===== src/logic/ooo_consts.svh =====
`ifndef OOO_CONSTS_SVH
`define OOO_CONSTS_SVH

// datapath width
`define DATA_W 16

// architectural and physical register files
`define NUM_ARN 8
`define ARN_W 3
`define NUM_PRN 16
`define PRN_W 4
`define ZERO_REG `ARN_W'd0

// window sizes
`define ROB_SZ 8
`define ROBN_W 3
`define RS_SZ 4
`define MULT_STAGES 3

`endif


===== src/logic/ooo_pkg.sv =====
`default_nettype none

package ooo_pkg;

    // decoded operations seen by the backend
    typedef enum logic [2:0] {
        OP_ADD  = 3'd0,
        OP_SUB  = 3'd1,
        OP_AND  = 3'd2,
        OP_MUL  = 3'd3,
        OP_LI   = 3'd4,
        OP_HALT = 3'd5
    } op_e;

    // commit status
    typedef enum logic [1:0] {
        NO_ERROR = 2'd0,
        HALTED   = 2'd1
    } exc_e;

endpackage

`default_nettype wire


===== src/logic/rat.sv =====
`timescale 1ns/100ps
`default_nettype none
`include "ooo_consts.svh"

module rat (
    input  wire logic              clock,
    input  wire logic              rst,
    input  wire logic              rename_en,
    input  wire logic [`ARN_W-1:0] dest_arn,
    input  wire logic [`ARN_W-1:0] src1_arn,
    input  wire logic [`ARN_W-1:0] src2_arn,
    input  wire logic              free_en,
    input  wire logic [`PRN_W-1:0] free_prn,
    output logic [`PRN_W-1:0]      src1_prn,
    output logic [`PRN_W-1:0]      src2_prn,
    output logic [`PRN_W-1:0]      dest_prn,
    output logic [`PRN_W-1:0]      old_prn,
    output logic                   free_empty
);
    localparam int CNT_W = `PRN_W + 1;

    logic [`PRN_W-1:0] map    [`NUM_ARN];
    logic [`PRN_W-1:0] free_q [`NUM_PRN];
    logic [`PRN_W-1:0] fl_head;
    logic [`PRN_W-1:0] fl_tail;
    logic [CNT_W-1:0]  fl_count;
    logic              pop;
    logic              push;

    assign src1_prn = map[src1_arn];
    assign src2_prn = map[src2_arn];
    assign old_prn  = map[dest_arn];
    // r0 stays on p0 and never takes a free register
    assign dest_prn   = (dest_arn == `ZERO_REG) ? '0 : free_q[fl_head];
    assign pop        = rename_en && (dest_arn != `ZERO_REG);
    assign push       = free_en && (free_prn != '0);
    assign free_empty = (fl_count == '0);

    always_ff @(posedge clock) begin
        if (rst) begin
            for (int i = 0; i < `NUM_ARN; i++) begin
                map[i] <= `PRN_W'(i);
            end
            // p8..p15 start out free
            for (int i = 0; i < `NUM_PRN; i++) begin
                free_q[i] <= `PRN_W'(i + `NUM_ARN);
            end
            fl_head  <= '0;
            fl_tail  <= `PRN_W'(`NUM_ARN);
            fl_count <= CNT_W'(`NUM_ARN);
        end else begin
            if (pop) begin
                map[dest_arn] <= free_q[fl_head];
                fl_head       <= fl_head + 1'b1;
            end
            if (push) begin
                free_q[fl_tail] <= free_prn;
                fl_tail         <= fl_tail + 1'b1;
            end
            fl_count <= fl_count + CNT_W'(push) - CNT_W'(pop);
        end
    end

endmodule

`default_nettype wire


===== src/logic/prf.sv =====
`timescale 1ns/100ps
`default_nettype none
`include "ooo_consts.svh"

module prf (
    input  wire logic               clock,
    input  wire logic               rst,
    input  wire logic [`PRN_W-1:0]  rd_prn1,
    input  wire logic [`PRN_W-1:0]  rd_prn2,
    output logic [`DATA_W-1:0]      rd_val1,
    output logic [`DATA_W-1:0]      rd_val2,
    output logic                    rd_ok1,
    output logic                    rd_ok2,
    input  wire logic               inval_en,
    input  wire logic [`PRN_W-1:0]  inval_prn,
    input  wire logic               li_en,
    input  wire logic [`PRN_W-1:0]  li_prn,
    input  wire logic [`DATA_W-1:0] li_value,
    input  wire logic               cdb_valid,
    input  wire logic [`PRN_W-1:0]  cdb_prn,
    input  wire logic [`DATA_W-1:0] cdb_value,
    input  wire logic [`PRN_W-1:0]  ct_prn,
    output logic [`DATA_W-1:0]      ct_value
);
    logic [`DATA_W-1:0] val [`NUM_PRN];
    logic               ok  [`NUM_PRN];

    // {valid, value}, with the bus forwarded in the cycle it writes
    function automatic logic [`DATA_W:0] lookup(input logic [`PRN_W-1:0] p);
        if (cdb_valid && (cdb_prn == p) && (p != '0)) begin
            return {1'b1, cdb_value};
        end
        return {ok[p], val[p]};
    endfunction

    always_comb begin
        {rd_ok1, rd_val1} = lookup(rd_prn1);
        {rd_ok2, rd_val2} = lookup(rd_prn2);
    end

    assign ct_value = val[ct_prn];

    always_ff @(posedge clock) begin
        if (rst) begin
            for (int i = 0; i < `NUM_PRN; i++) begin
                val[i] <= '0;
                ok[i]  <= (i < `NUM_ARN);
            end
        end else begin
            // p0 is hardwired zero
            if (inval_en && (inval_prn != '0)) begin
                ok[inval_prn] <= 1'b0;
            end
            // li lands on the register renamed in the same cycle
            if (li_en && (li_prn != '0)) begin
                val[li_prn] <= li_value;
                ok[li_prn]  <= 1'b1;
            end
            if (cdb_valid && (cdb_prn != '0)) begin
                val[cdb_prn] <= cdb_value;
                ok[cdb_prn]  <= 1'b1;
            end
        end
    end

endmodule

`default_nettype wire


===== src/logic/rs.sv =====
`timescale 1ns/100ps
`default_nettype none
`include "ooo_consts.svh"

module rs (
    input  wire logic               clock,
    input  wire logic               rst,
    input  wire logic               ins_en,
    input  wire ooo_pkg::op_e       ins_op,
    input  wire logic [`DATA_W-1:0] ins_op1,
    input  wire logic               ins_op1_ok,
    input  wire logic [`DATA_W-1:0] ins_op2,
    input  wire logic               ins_op2_ok,
    input  wire logic [`PRN_W-1:0]  ins_dest,
    input  wire logic [`ROBN_W-1:0] ins_robn,
    input  wire logic               cdb_valid,
    input  wire logic [`PRN_W-1:0]  cdb_prn,
    input  wire logic [`DATA_W-1:0] cdb_value,
    input  wire logic               alu_avail,
    input  wire logic               mult_avail,
    output logic                    issue_valid,
    output ooo_pkg::op_e            issue_op,
    output logic [`DATA_W-1:0]      issue_a,
    output logic [`DATA_W-1:0]      issue_b,
    output logic [`PRN_W-1:0]       issue_dest,
    output logic [`ROBN_W-1:0]      issue_robn,
    output logic                    almost_full
);
    import ooo_pkg::*;

    localparam int SEL_W = $clog2(`RS_SZ);

    logic               vld  [`RS_SZ];
    op_e                op   [`RS_SZ];
    logic [`DATA_W-1:0] a    [`RS_SZ];
    logic               a_ok [`RS_SZ];
    logic [`DATA_W-1:0] b    [`RS_SZ];
    logic               b_ok [`RS_SZ];
    logic [`PRN_W-1:0]  dest [`RS_SZ];
    logic [`ROBN_W-1:0] robn [`RS_SZ];
    logic [SEL_W-1:0]   sel;
    logic [SEL_W-1:0]   ins_slot;
    logic [SEL_W:0]     used;

    // operand still holds a tag that is on the bus right now
    function automatic logic hit(input logic [`DATA_W-1:0] opnd, input logic rdy);
        return !rdy && cdb_valid && (opnd[`PRN_W-1:0] == cdb_prn);
    endfunction

    // scan downward so the lowest index wins
    always_comb begin
        issue_valid = 1'b0;
        sel         = '0;
        ins_slot    = '0;
        used        = '0;
        for (int i = `RS_SZ - 1; i >= 0; i--) begin
            if (vld[i] && a_ok[i] && b_ok[i] &&
                ((op[i] == OP_MUL) ? mult_avail : alu_avail)) begin
                issue_valid = 1'b1;
                sel         = SEL_W'(i);
            end
            if (!vld[i]) begin
                ins_slot = SEL_W'(i);
            end
            used = used + (SEL_W + 1)'(vld[i]);
        end
    end

    assign issue_op    = op[sel];
    assign issue_a     = a[sel];
    assign issue_b     = b[sel];
    assign issue_dest  = dest[sel];
    assign issue_robn  = robn[sel];
    assign almost_full = (used >= (SEL_W + 1)'(`RS_SZ - 1));

    always_ff @(posedge clock) begin
        if (rst) begin
            for (int i = 0; i < `RS_SZ; i++) begin
                vld[i] <= 1'b0;
            end
        end else begin
            // wakeup
            for (int i = 0; i < `RS_SZ; i++) begin
                if (hit(a[i], a_ok[i])) begin
                    a[i]    <= cdb_value;
                    a_ok[i] <= 1'b1;
                end
                if (hit(b[i], b_ok[i])) begin
                    b[i]    <= cdb_value;
                    b_ok[i] <= 1'b1;
                end
            end
            if (issue_valid) begin
                vld[sel] <= 1'b0;
            end
            if (ins_en) begin
                vld[ins_slot]  <= 1'b1;
                op[ins_slot]   <= ins_op;
                a[ins_slot]    <= hit(ins_op1, ins_op1_ok) ? cdb_value : ins_op1;
                a_ok[ins_slot] <= ins_op1_ok || hit(ins_op1, ins_op1_ok);
                b[ins_slot]    <= hit(ins_op2, ins_op2_ok) ? cdb_value : ins_op2;
                b_ok[ins_slot] <= ins_op2_ok || hit(ins_op2, ins_op2_ok);
                dest[ins_slot] <= ins_dest;
                robn[ins_slot] <= ins_robn;
            end
        end
    end

endmodule

`default_nettype wire


===== src/logic/fu_cdb.sv =====
`timescale 1ns/100ps
`default_nettype none
`include "ooo_consts.svh"

module fu_cdb (
    input  wire logic               clock,
    input  wire logic               rst,
    input  wire logic               issue_valid,
    input  wire ooo_pkg::op_e       issue_op,
    input  wire logic [`DATA_W-1:0] issue_a,
    input  wire logic [`DATA_W-1:0] issue_b,
    input  wire logic [`PRN_W-1:0]  issue_dest,
    input  wire logic [`ROBN_W-1:0] issue_robn,
    output logic                    alu_avail,
    output logic                    mult_avail,
    output logic                    cdb_valid,
    output logic [`PRN_W-1:0]       cdb_prn,
    output logic [`DATA_W-1:0]      cdb_value,
    output logic [`ROBN_W-1:0]      cdb_robn
);
    import ooo_pkg::*;

    localparam int LAST = `MULT_STAGES - 1;

    logic               alu_vld;
    logic [`PRN_W-1:0]  alu_prn;
    logic [`ROBN_W-1:0] alu_robn;
    logic [`DATA_W-1:0] alu_res;
    logic [`DATA_W-1:0] alu_out;
    logic               is_mul;

    logic               m_vld  [`MULT_STAGES];
    logic [`PRN_W-1:0]  m_prn  [`MULT_STAGES];
    logic [`ROBN_W-1:0] m_robn [`MULT_STAGES];
    logic [`DATA_W-1:0] m_res  [`MULT_STAGES];

    assign is_mul = issue_valid && (issue_op == OP_MUL);

    always_comb begin
        case (issue_op)
            OP_SUB:  alu_out = issue_a - issue_b;
            OP_AND:  alu_out = issue_a & issue_b;
            default: alu_out = issue_a + issue_b;
        endcase
    end

    // an alu result issued now would collide with the multiply leaving next cycle
    assign alu_avail  = !m_vld[LAST - 1];
    // fully pipelined, one multiply accepted every cycle
    assign mult_avail = 1'b1;

    always_ff @(posedge clock) begin
        alu_prn   <= issue_dest;
        alu_robn  <= issue_robn;
        alu_res   <= alu_out;
        m_prn[0]  <= issue_dest;
        m_robn[0] <= issue_robn;
        // low half of the product only
        m_res[0]  <= issue_a * issue_b;
        for (int s = 1; s < `MULT_STAGES; s++) begin
            m_prn[s]  <= m_prn[s-1];
            m_robn[s] <= m_robn[s-1];
            m_res[s]  <= m_res[s-1];
        end
        if (rst) begin
            alu_vld <= 1'b0;
            for (int s = 0; s < `MULT_STAGES; s++) begin
                m_vld[s] <= 1'b0;
            end
        end else begin
            alu_vld  <= issue_valid && !is_mul;
            m_vld[0] <= is_mul;
            for (int s = 1; s < `MULT_STAGES; s++) begin
                m_vld[s] <= m_vld[s-1];
            end
        end
    end

    // single bus, multiplier first
    assign cdb_valid = m_vld[LAST] || alu_vld;
    assign cdb_prn   = m_vld[LAST] ? m_prn[LAST] : alu_prn;
    assign cdb_value = m_vld[LAST] ? m_res[LAST] : alu_res;
    assign cdb_robn  = m_vld[LAST] ? m_robn[LAST] : alu_robn;

endmodule

`default_nettype wire


===== src/logic/rob.sv =====
`timescale 1ns/100ps
`default_nettype none
`include "ooo_consts.svh"

module rob (
    input  wire logic               clock,
    input  wire logic               rst,
    input  wire logic               alloc_en,
    input  wire ooo_pkg::op_e       alloc_op,
    input  wire logic [`ARN_W-1:0]  alloc_arn,
    input  wire logic [`PRN_W-1:0]  alloc_prn,
    input  wire logic [`PRN_W-1:0]  alloc_old_prn,
    input  wire logic               alloc_done,
    output logic [`ROBN_W-1:0]      tail,
    input  wire logic               cdb_valid,
    input  wire logic [`ROBN_W-1:0] cdb_robn,
    output logic                    ct_valid,
    output logic [`ARN_W-1:0]       ct_arn,
    output logic [`PRN_W-1:0]       ct_prn,
    output logic [`PRN_W-1:0]       ct_old_prn,
    output ooo_pkg::exc_e           ct_exc,
    output logic                    almost_full
);
    import ooo_pkg::*;

    localparam int CNT_W = `ROBN_W + 1;

    logic [`ARN_W-1:0]  arn     [`ROB_SZ];
    logic [`PRN_W-1:0]  prn     [`ROB_SZ];
    logic [`PRN_W-1:0]  old_prn [`ROB_SZ];
    logic               halt    [`ROB_SZ];
    logic               done    [`ROB_SZ];
    logic [`ROBN_W-1:0] head;
    logic [CNT_W-1:0]   count;
    logic               retire;

    // head leaves once its result is in
    assign retire      = (count != '0) && done[head];
    assign almost_full = (count >= CNT_W'(`ROB_SZ - 1));

    always_ff @(posedge clock) begin
        if (alloc_en) begin
            arn[tail]     <= alloc_arn;
            prn[tail]     <= alloc_prn;
            old_prn[tail] <= alloc_old_prn;
            halt[tail]    <= (alloc_op == OP_HALT);
            done[tail]    <= alloc_done;
        end
        if (cdb_valid) begin
            done[cdb_robn] <= 1'b1;
        end
        if (rst) begin
            head       <= '0;
            tail       <= '0;
            count      <= '0;
            ct_valid   <= 1'b0;
            ct_arn     <= '0;
            ct_prn     <= '0;
            ct_old_prn <= '0;
            ct_exc     <= NO_ERROR;
        end else begin
            ct_valid <= retire;
            if (retire) begin
                ct_arn     <= arn[head];
                ct_prn     <= prn[head];
                ct_old_prn <= old_prn[head];
                ct_exc     <= halt[head] ? HALTED : NO_ERROR;
                head       <= head + 1'b1;
            end
            if (alloc_en) begin
                tail <= tail + 1'b1;
            end
            count <= count + CNT_W'(alloc_en) - CNT_W'(retire);
        end
    end

endmodule

`default_nettype wire


===== src/logic/ooo.sv =====
`timescale 1ns/100ps
`default_nettype none
`include "ooo_consts.svh"

module ooo (
    input  wire logic               clock,
    input  wire logic               rst,
    input  wire logic               in_valid,
    input  wire ooo_pkg::op_e       in_op,
    input  wire logic [`ARN_W-1:0]  in_dest,
    input  wire logic [`ARN_W-1:0]  in_src1,
    input  wire logic [`ARN_W-1:0]  in_src2,
    input  wire logic [`DATA_W-1:0] in_imm,
    output logic                    structural_hazard,
    output logic                    ct_valid,
    output logic                    ct_wr_en,
    output logic [`ARN_W-1:0]       ct_wr_idx,
    output logic [`DATA_W-1:0]      ct_wr_data,
    output ooo_pkg::exc_e           ct_exception
);
    import ooo_pkg::*;

    logic               accept;
    logic               is_li;
    logic               is_halt;
    logic [`ARN_W-1:0]  ren_dest;
    logic [`PRN_W-1:0]  src1_prn, src2_prn, dest_prn, old_prn;
    logic               free_empty;
    logic [`DATA_W-1:0] rd_val1, rd_val2;
    logic               rd_ok1, rd_ok2;
    logic [`DATA_W-1:0] op1, op2;
    logic               rs_almost_full;
    logic               rob_almost_full;
    logic [`ROBN_W-1:0] rob_tail;
    logic               issue_valid;
    op_e                issue_op;
    logic [`DATA_W-1:0] issue_a, issue_b;
    logic [`PRN_W-1:0]  issue_dest;
    logic [`ROBN_W-1:0] issue_robn;
    logic               alu_avail, mult_avail;
    logic               cdb_valid;
    logic [`PRN_W-1:0]  cdb_prn;
    logic [`DATA_W-1:0] cdb_value;
    logic [`ROBN_W-1:0] cdb_robn;
    logic [`PRN_W-1:0]  ct_prn, ct_old_prn;

    // issue
    assign accept  = in_valid && !structural_hazard;
    assign is_li   = (in_op == OP_LI);
    assign is_halt = (in_op == OP_HALT);
    // halt gets no destination register
    assign ren_dest = is_halt ? `ZERO_REG : in_dest;
    // a source not yet produced travels as its tag
    assign op1 = rd_ok1 ? rd_val1 : `DATA_W'(src1_prn);
    assign op2 = rd_ok2 ? rd_val2 : `DATA_W'(src2_prn);

    assign structural_hazard = rs_almost_full || rob_almost_full || free_empty;

    // commit
    assign ct_wr_en = ct_valid && (ct_exception != HALTED) && (ct_wr_idx != `ZERO_REG);

    rat u_rat (
        .clock(clock), .rst(rst),
        .rename_en(accept), .dest_arn(ren_dest), .src1_arn(in_src1), .src2_arn(in_src2),
        .free_en(ct_valid), .free_prn(ct_old_prn),
        .src1_prn(src1_prn), .src2_prn(src2_prn), .dest_prn(dest_prn), .old_prn(old_prn),
        .free_empty(free_empty)
    );

    prf u_prf (
        .clock(clock), .rst(rst),
        .rd_prn1(src1_prn), .rd_prn2(src2_prn),
        .rd_val1(rd_val1), .rd_val2(rd_val2), .rd_ok1(rd_ok1), .rd_ok2(rd_ok2),
        .inval_en(accept), .inval_prn(dest_prn),
        .li_en(accept && is_li), .li_prn(dest_prn), .li_value(in_imm),
        .cdb_valid(cdb_valid), .cdb_prn(cdb_prn), .cdb_value(cdb_value),
        .ct_prn(ct_prn), .ct_value(ct_wr_data)
    );

    rs u_rs (
        .clock(clock), .rst(rst),
        .ins_en(accept && !is_li && !is_halt), .ins_op(in_op),
        .ins_op1(op1), .ins_op1_ok(rd_ok1), .ins_op2(op2), .ins_op2_ok(rd_ok2),
        .ins_dest(dest_prn), .ins_robn(rob_tail),
        .cdb_valid(cdb_valid), .cdb_prn(cdb_prn), .cdb_value(cdb_value),
        .alu_avail(alu_avail), .mult_avail(mult_avail),
        .issue_valid(issue_valid), .issue_op(issue_op), .issue_a(issue_a),
        .issue_b(issue_b), .issue_dest(issue_dest), .issue_robn(issue_robn),
        .almost_full(rs_almost_full)
    );

    fu_cdb u_fu_cdb (
        .clock(clock), .rst(rst),
        .issue_valid(issue_valid), .issue_op(issue_op), .issue_a(issue_a),
        .issue_b(issue_b), .issue_dest(issue_dest), .issue_robn(issue_robn),
        .alu_avail(alu_avail), .mult_avail(mult_avail),
        .cdb_valid(cdb_valid), .cdb_prn(cdb_prn), .cdb_value(cdb_value), .cdb_robn(cdb_robn)
    );

    // li and halt enter already executed
    rob u_rob (
        .clock(clock), .rst(rst),
        .alloc_en(accept), .alloc_op(in_op), .alloc_arn(ren_dest), .alloc_prn(dest_prn),
        .alloc_old_prn(old_prn), .alloc_done(is_li || is_halt), .tail(rob_tail),
        .cdb_valid(cdb_valid), .cdb_robn(cdb_robn),
        .ct_valid(ct_valid), .ct_arn(ct_wr_idx), .ct_prn(ct_prn), .ct_old_prn(ct_old_prn),
        .ct_exc(ct_exception), .almost_full(rob_almost_full)
    );

endmodule

`default_nettype wire


===== config.mk =====
export PLATFORM = sky130hd
export DESIGN_NAME = ooo
export DESIGN_NICKNAME = d
export VERILOG_FILES = /design/src/logic/ooo_pkg.sv /design/src/logic/rat.sv /design/src/logic/prf.sv /design/src/logic/rs.sv /design/src/logic/fu_cdb.sv /design/src/logic/rob.sv /design/src/logic/ooo.sv
export VERILOG_INCLUDE_DIRS = /design/src /design/src/logic
export SDC_FILE = /design/constraint.sdc
export NUM_CORES = 2
export LEC_CHECK = 0
export BUFFER_PORTS_ARGS = -buffer_cell sky130_fd_sc_hd__buf_2
export CAP_MARGIN = 20
export CORE_ASPECT_RATIO = 1.5
export CORE_UTILIZATION = 35
export CTS_CLUSTER_SIZE = 40
export DETAILED_ROUTE_END_ITERATION = 16
export GPL_TIMING_DRIVEN = 0
export SLEW_MARGIN = 40
export SYNTH_ARGS = -nofsm -noshare
export SYNTH_HDL_FRONTEND = slang
export SYNTH_SLANG_ARGS = --single-unit

===== constraint.sdc =====
create_clock -name clock -period 8.5 [get_ports clock]
set_input_delay 0.425 -clock clock [delete_from_list [all_inputs] [get_ports clock]]
set_output_delay 0.425 -clock clock [all_outputs]
set_load 0.02 [all_outputs]

==> summary.txt <==
Run status
  • Status: finished, final reports clean

Critical path
  • CP Data Arrival Time: 8.93 ns
  • WS Path Type: register to register
  • Crit. Startpoint: u_rs.a_ok[0]
  • CP Capture Type: register
  • Slowest stage delay, CP: 0.56 ns
  • Startpoint Class: register
  • FF-to-FF Start: u_rs.a_ok[0]
  • Max Fanout on Critical Path: 10
  • Crit path top cell by count: fa_1
  • CP bufs+invs: 6
  • CP delay by family, top: adder cells
  • CP max-delay cell: fa_1
  • Critical Path RT: 9.03 ns

STA
  • Worst rel slew slack: 0.302
  • RSZ-0062 raised after global routing: no
  • Clk_skew: 0.0569 ns
  • # setup viols final: 0
  • Worst slew pin tran: 1.05 ns
  • Pins Over Slew Limit: 0
  • TNS Setup: 0 ns
  • Final period util: 0.988
  • Worst hold slack: just under 0.07 ns
  • Final min period: 8.40 ns
  • Fin. Hold Viols: 0
  • Max Clk Rate: roughly 120 MHz

Synth
  • Avg Synthesized Cell Area: 10.5 µm²
  • Post-synth ARST share: 0
  • Synth Instances: 4272
  • Post-synth EDFFs: 616
  • Sequential fraction of the synthesis area: 0.488
  • Seq cells post-synth: 784
  • Post-synthesis cell area: 44800 µm²
  • Dominant synthesized flop cell: edfxtp_1
  • Yosys cell types: 80
  • Ys Warns: 0

Die
  • Die area: 129000 µm²
  • Initial Util: 0.353
  • Die Wd: 294 µm
  • Die height: 440 µm
  • Io pins: 55
  • Standard-cell rows: 160
  • Core area: about 130000 µm²

Drt
  • Total wire length: about 190000 µm
  • Via Count: 38.2k
  • Antenna viol nets, final: 0
  • Vias per cell: 6.07
  • 1st-pass router iterations: 8
  • DR iter-0 viols: roughly 4.7k
  • DR WL/cell: 29.8 µm
  • Residual DRC: 0

Placed design
  • GPL Wtd Cong: between 1 and 1.5
  • DP Wirelength: between 100000 and 150000 µm
  • PortBufs: 45

Layout
  • Filler cells: approximately 12k
  • Commonest non-fill, non-tap cell in the layout: nand2_1
  • Layout area overhead: 14.9%
  • Fraction of layout cells with a size suffix above 1: 0.144
  • Most frequent cells in the layout: 841 x nand2_1, 616 x edfxtp_1, 340 x o21ai_0
  • Nets: 4713

Global routing
  • Overflow after GRT: 0
  • Initial antenna violation count: 15
  • GRT Total Usage: 0.287
  • Number of global-route vias before repair: 37.7k
  • First-pass GRT wire length: 265000 µm
  • Largest net degree at the start of global routing: 17

Pwr
  • Int Power: between 9 and 10 mW
  • PwrDens: 321 nW/µm²
  • Comb power frac: 0.454
  • Share of power burned in registers: 0.302
  • Clock Power Share: 0.245
  • Lkg Pwr: 18.1 nW
  • Switching Fraction: 0.397
  • Largest vdd supply drop: 0.402 mV
  • Net load switching power: between 6 and 7 mW

Min path
  • Hold path start: in_op[0]
  • Hold Path Class: input port to register

Clocking
  • CTS Buffer Depth: 3
  • CTS tree: built
  • CTS root buf: clkbuf_16
  • Clock transition at path regs: 0.06 ns
  • Post-CTS Setup Repair Bufs: 0
  • Clk_lat worst skew: 0.72 ns
  • Inserted Clock Buffers: 80
  • H-tree level count: 3
  • Clk sinks: between 700 and 800

Job
  • # Max-Cap Violations: 0
[power by group through the flow]
stage / clock [mW] / combinational (mW) / sequential, mW
3_3_place_gp: 0 / 7.18 / 5.04
5_1_grt: 4.19 / 8.18 / 5.01
2_1_floorplan: 0 / 5.02 / 4.93
6_report: 4.04 / 7.49 / 4.98
3_5_place_dp: 0 / 7.36 / 5.05
4_1_cts: 4.06 / 7.44 / 4.97
[cell families (layout without fill, tap and decap cells)]
kind of cell	count (synthesis)	in the layout	share of synthesized area
buffers and inverters	513	797	0.0448
adders and majority gates	174	174	0.0627
AOI/OAI and AO/OA	945	945	0.134
DFF	784	784	0.488
xor gates and xnor gates	120	120	0.0244
other	1	33	0.0000837
and+or+nand+nor	1462	1462	0.143
muxes	273	273	0.103
[cells in the mapped netlist, types with 9 or more instances]
library cell | n | area (µm²)
mux2i_1 | 100 | 1000
a21o_1 | 15 | 113
o22ai_1 | 141 | 882
buf_2 | 30 | 150
a31o_2 | 12 | 105
o41ai_1 | 11 | 96.3
a21oi_1 | 94 | 470
edfxtp_1 | 616 | 18500
a311o_1 | 15 | 150
a311oi_1 | 64 | 561
and3_1 | 34 | 213
o211ai_1 | 24 | 180
nand2_1 | 842 | 3160
nor3b_1 | 15 | 113
and2_1 | 87 | 544
or2_2 | 14 | 87.6
nor3_1 | 40 | 200
mux2_2 | 21 | 236
inv_1 | 177 | 664
nand2b_1 | 15 | 93.8
nor2_1 | 196 | 736
a31oi_1 | 58 | 363
xor2_1 | 41 | 359
nor2b_1 | 16 | 100
buf_4 | 9 | 67.6
dfxtp_1 | 168 | 3360
a211oi_1 | 86 | 646
buf_1 | 37 | 139
xnor2_1 | 76 | 666
clkbuf_1 | 256 | 961
or3_1 | 29 | 181
nand3_1 | 137 | 686
o21ai_0 | 343 | 1720
fa_1 | 84 | 1680
o21bai_1 | 9 | 67.6
ha_1 | 90 | 1130
mux4_2 | 147 | 3310
[final cells by class]
class                           instances  area [µm²]  share of cell area
Clock inverter                         50         777              0.0151
Buffer                                330        1390              0.0269
Tap cell                             1701        2130              0.0414
Multi-Input combinational cell       2995       21600               0.420
Sequential cell                       784       21900               0.425
Antenna cell                           12        30.0            0.000584
Inverter                              180         676              0.0131
Clock buffer                          100        2230              0.0433
Timing Repair Buffer                  137         767              0.0149
[state kept, by name, summed over array words and instances (netlist names), 24 cells and up, named ones only]
signal          cells
u_rat.map          32
u_rob.old_prn      32
u_rob.prn          32
u_rat.free_q       64
u_rob.arn          24
u_rs.a             64
u_fu_cdb.m_res     48
u_prf.val         256
u_rs.b             64
[repair_timing]
item                       in CTS  in global routing
gates resized for setup         7                  3
setup endpoints to repair       3                  1
hold endpoints to repair        8                  0
hold buffers                    2                  0
[through the flow]
step | cell area [µm²] | power (mW) | util | setup WS [ns] | cells
after detailed placement | 48200 | 12.4 | 0.380 | -0.324 | 6123
after floorplan | 44900 | 9.95 | - | 1.78 | 4292
after global routing | 51400 | 17.4 | 0.405 | 0.0124 | 6277
after global placement | 47200 | 12.2 | 0.372 | -0.555 | 6038
final | 51500 | 16.5 | 0.405 | 0.104 | 6289
after CTS | 51300 | 16.5 | 0.404 | 0.0627 | 6274
[worst paths after layout]
path	slack, ns	to	cells after the start
worst max-delay path	0.10	u_fu_cdb.m_res[0][15]	25
worst min-delay path	0.07	u_rs.op[1][0]	1
worst max register to register	0.10	u_fu_cdb.m_res[0][15]	25
worst min register to register	0.30	u_fu_cdb.m_robn[0][6]	0
[layer usage]
| metal | track usage | vias to the layer above | share of wire |
|---|---|---|---|
| li1 | - | 16100 | - |
| met1 | 0.299 | 18600 | 0.32 |
| met2 | 0.478 | 2549 | 0.48 |
| met3 | 0.0634 | 904 | 0.089 |
| met4 | 0.272 | 8 | 0.11 |
| met5 | 0.000375 | - | 0.00027 |
Power figures use the tool's default switching activity.
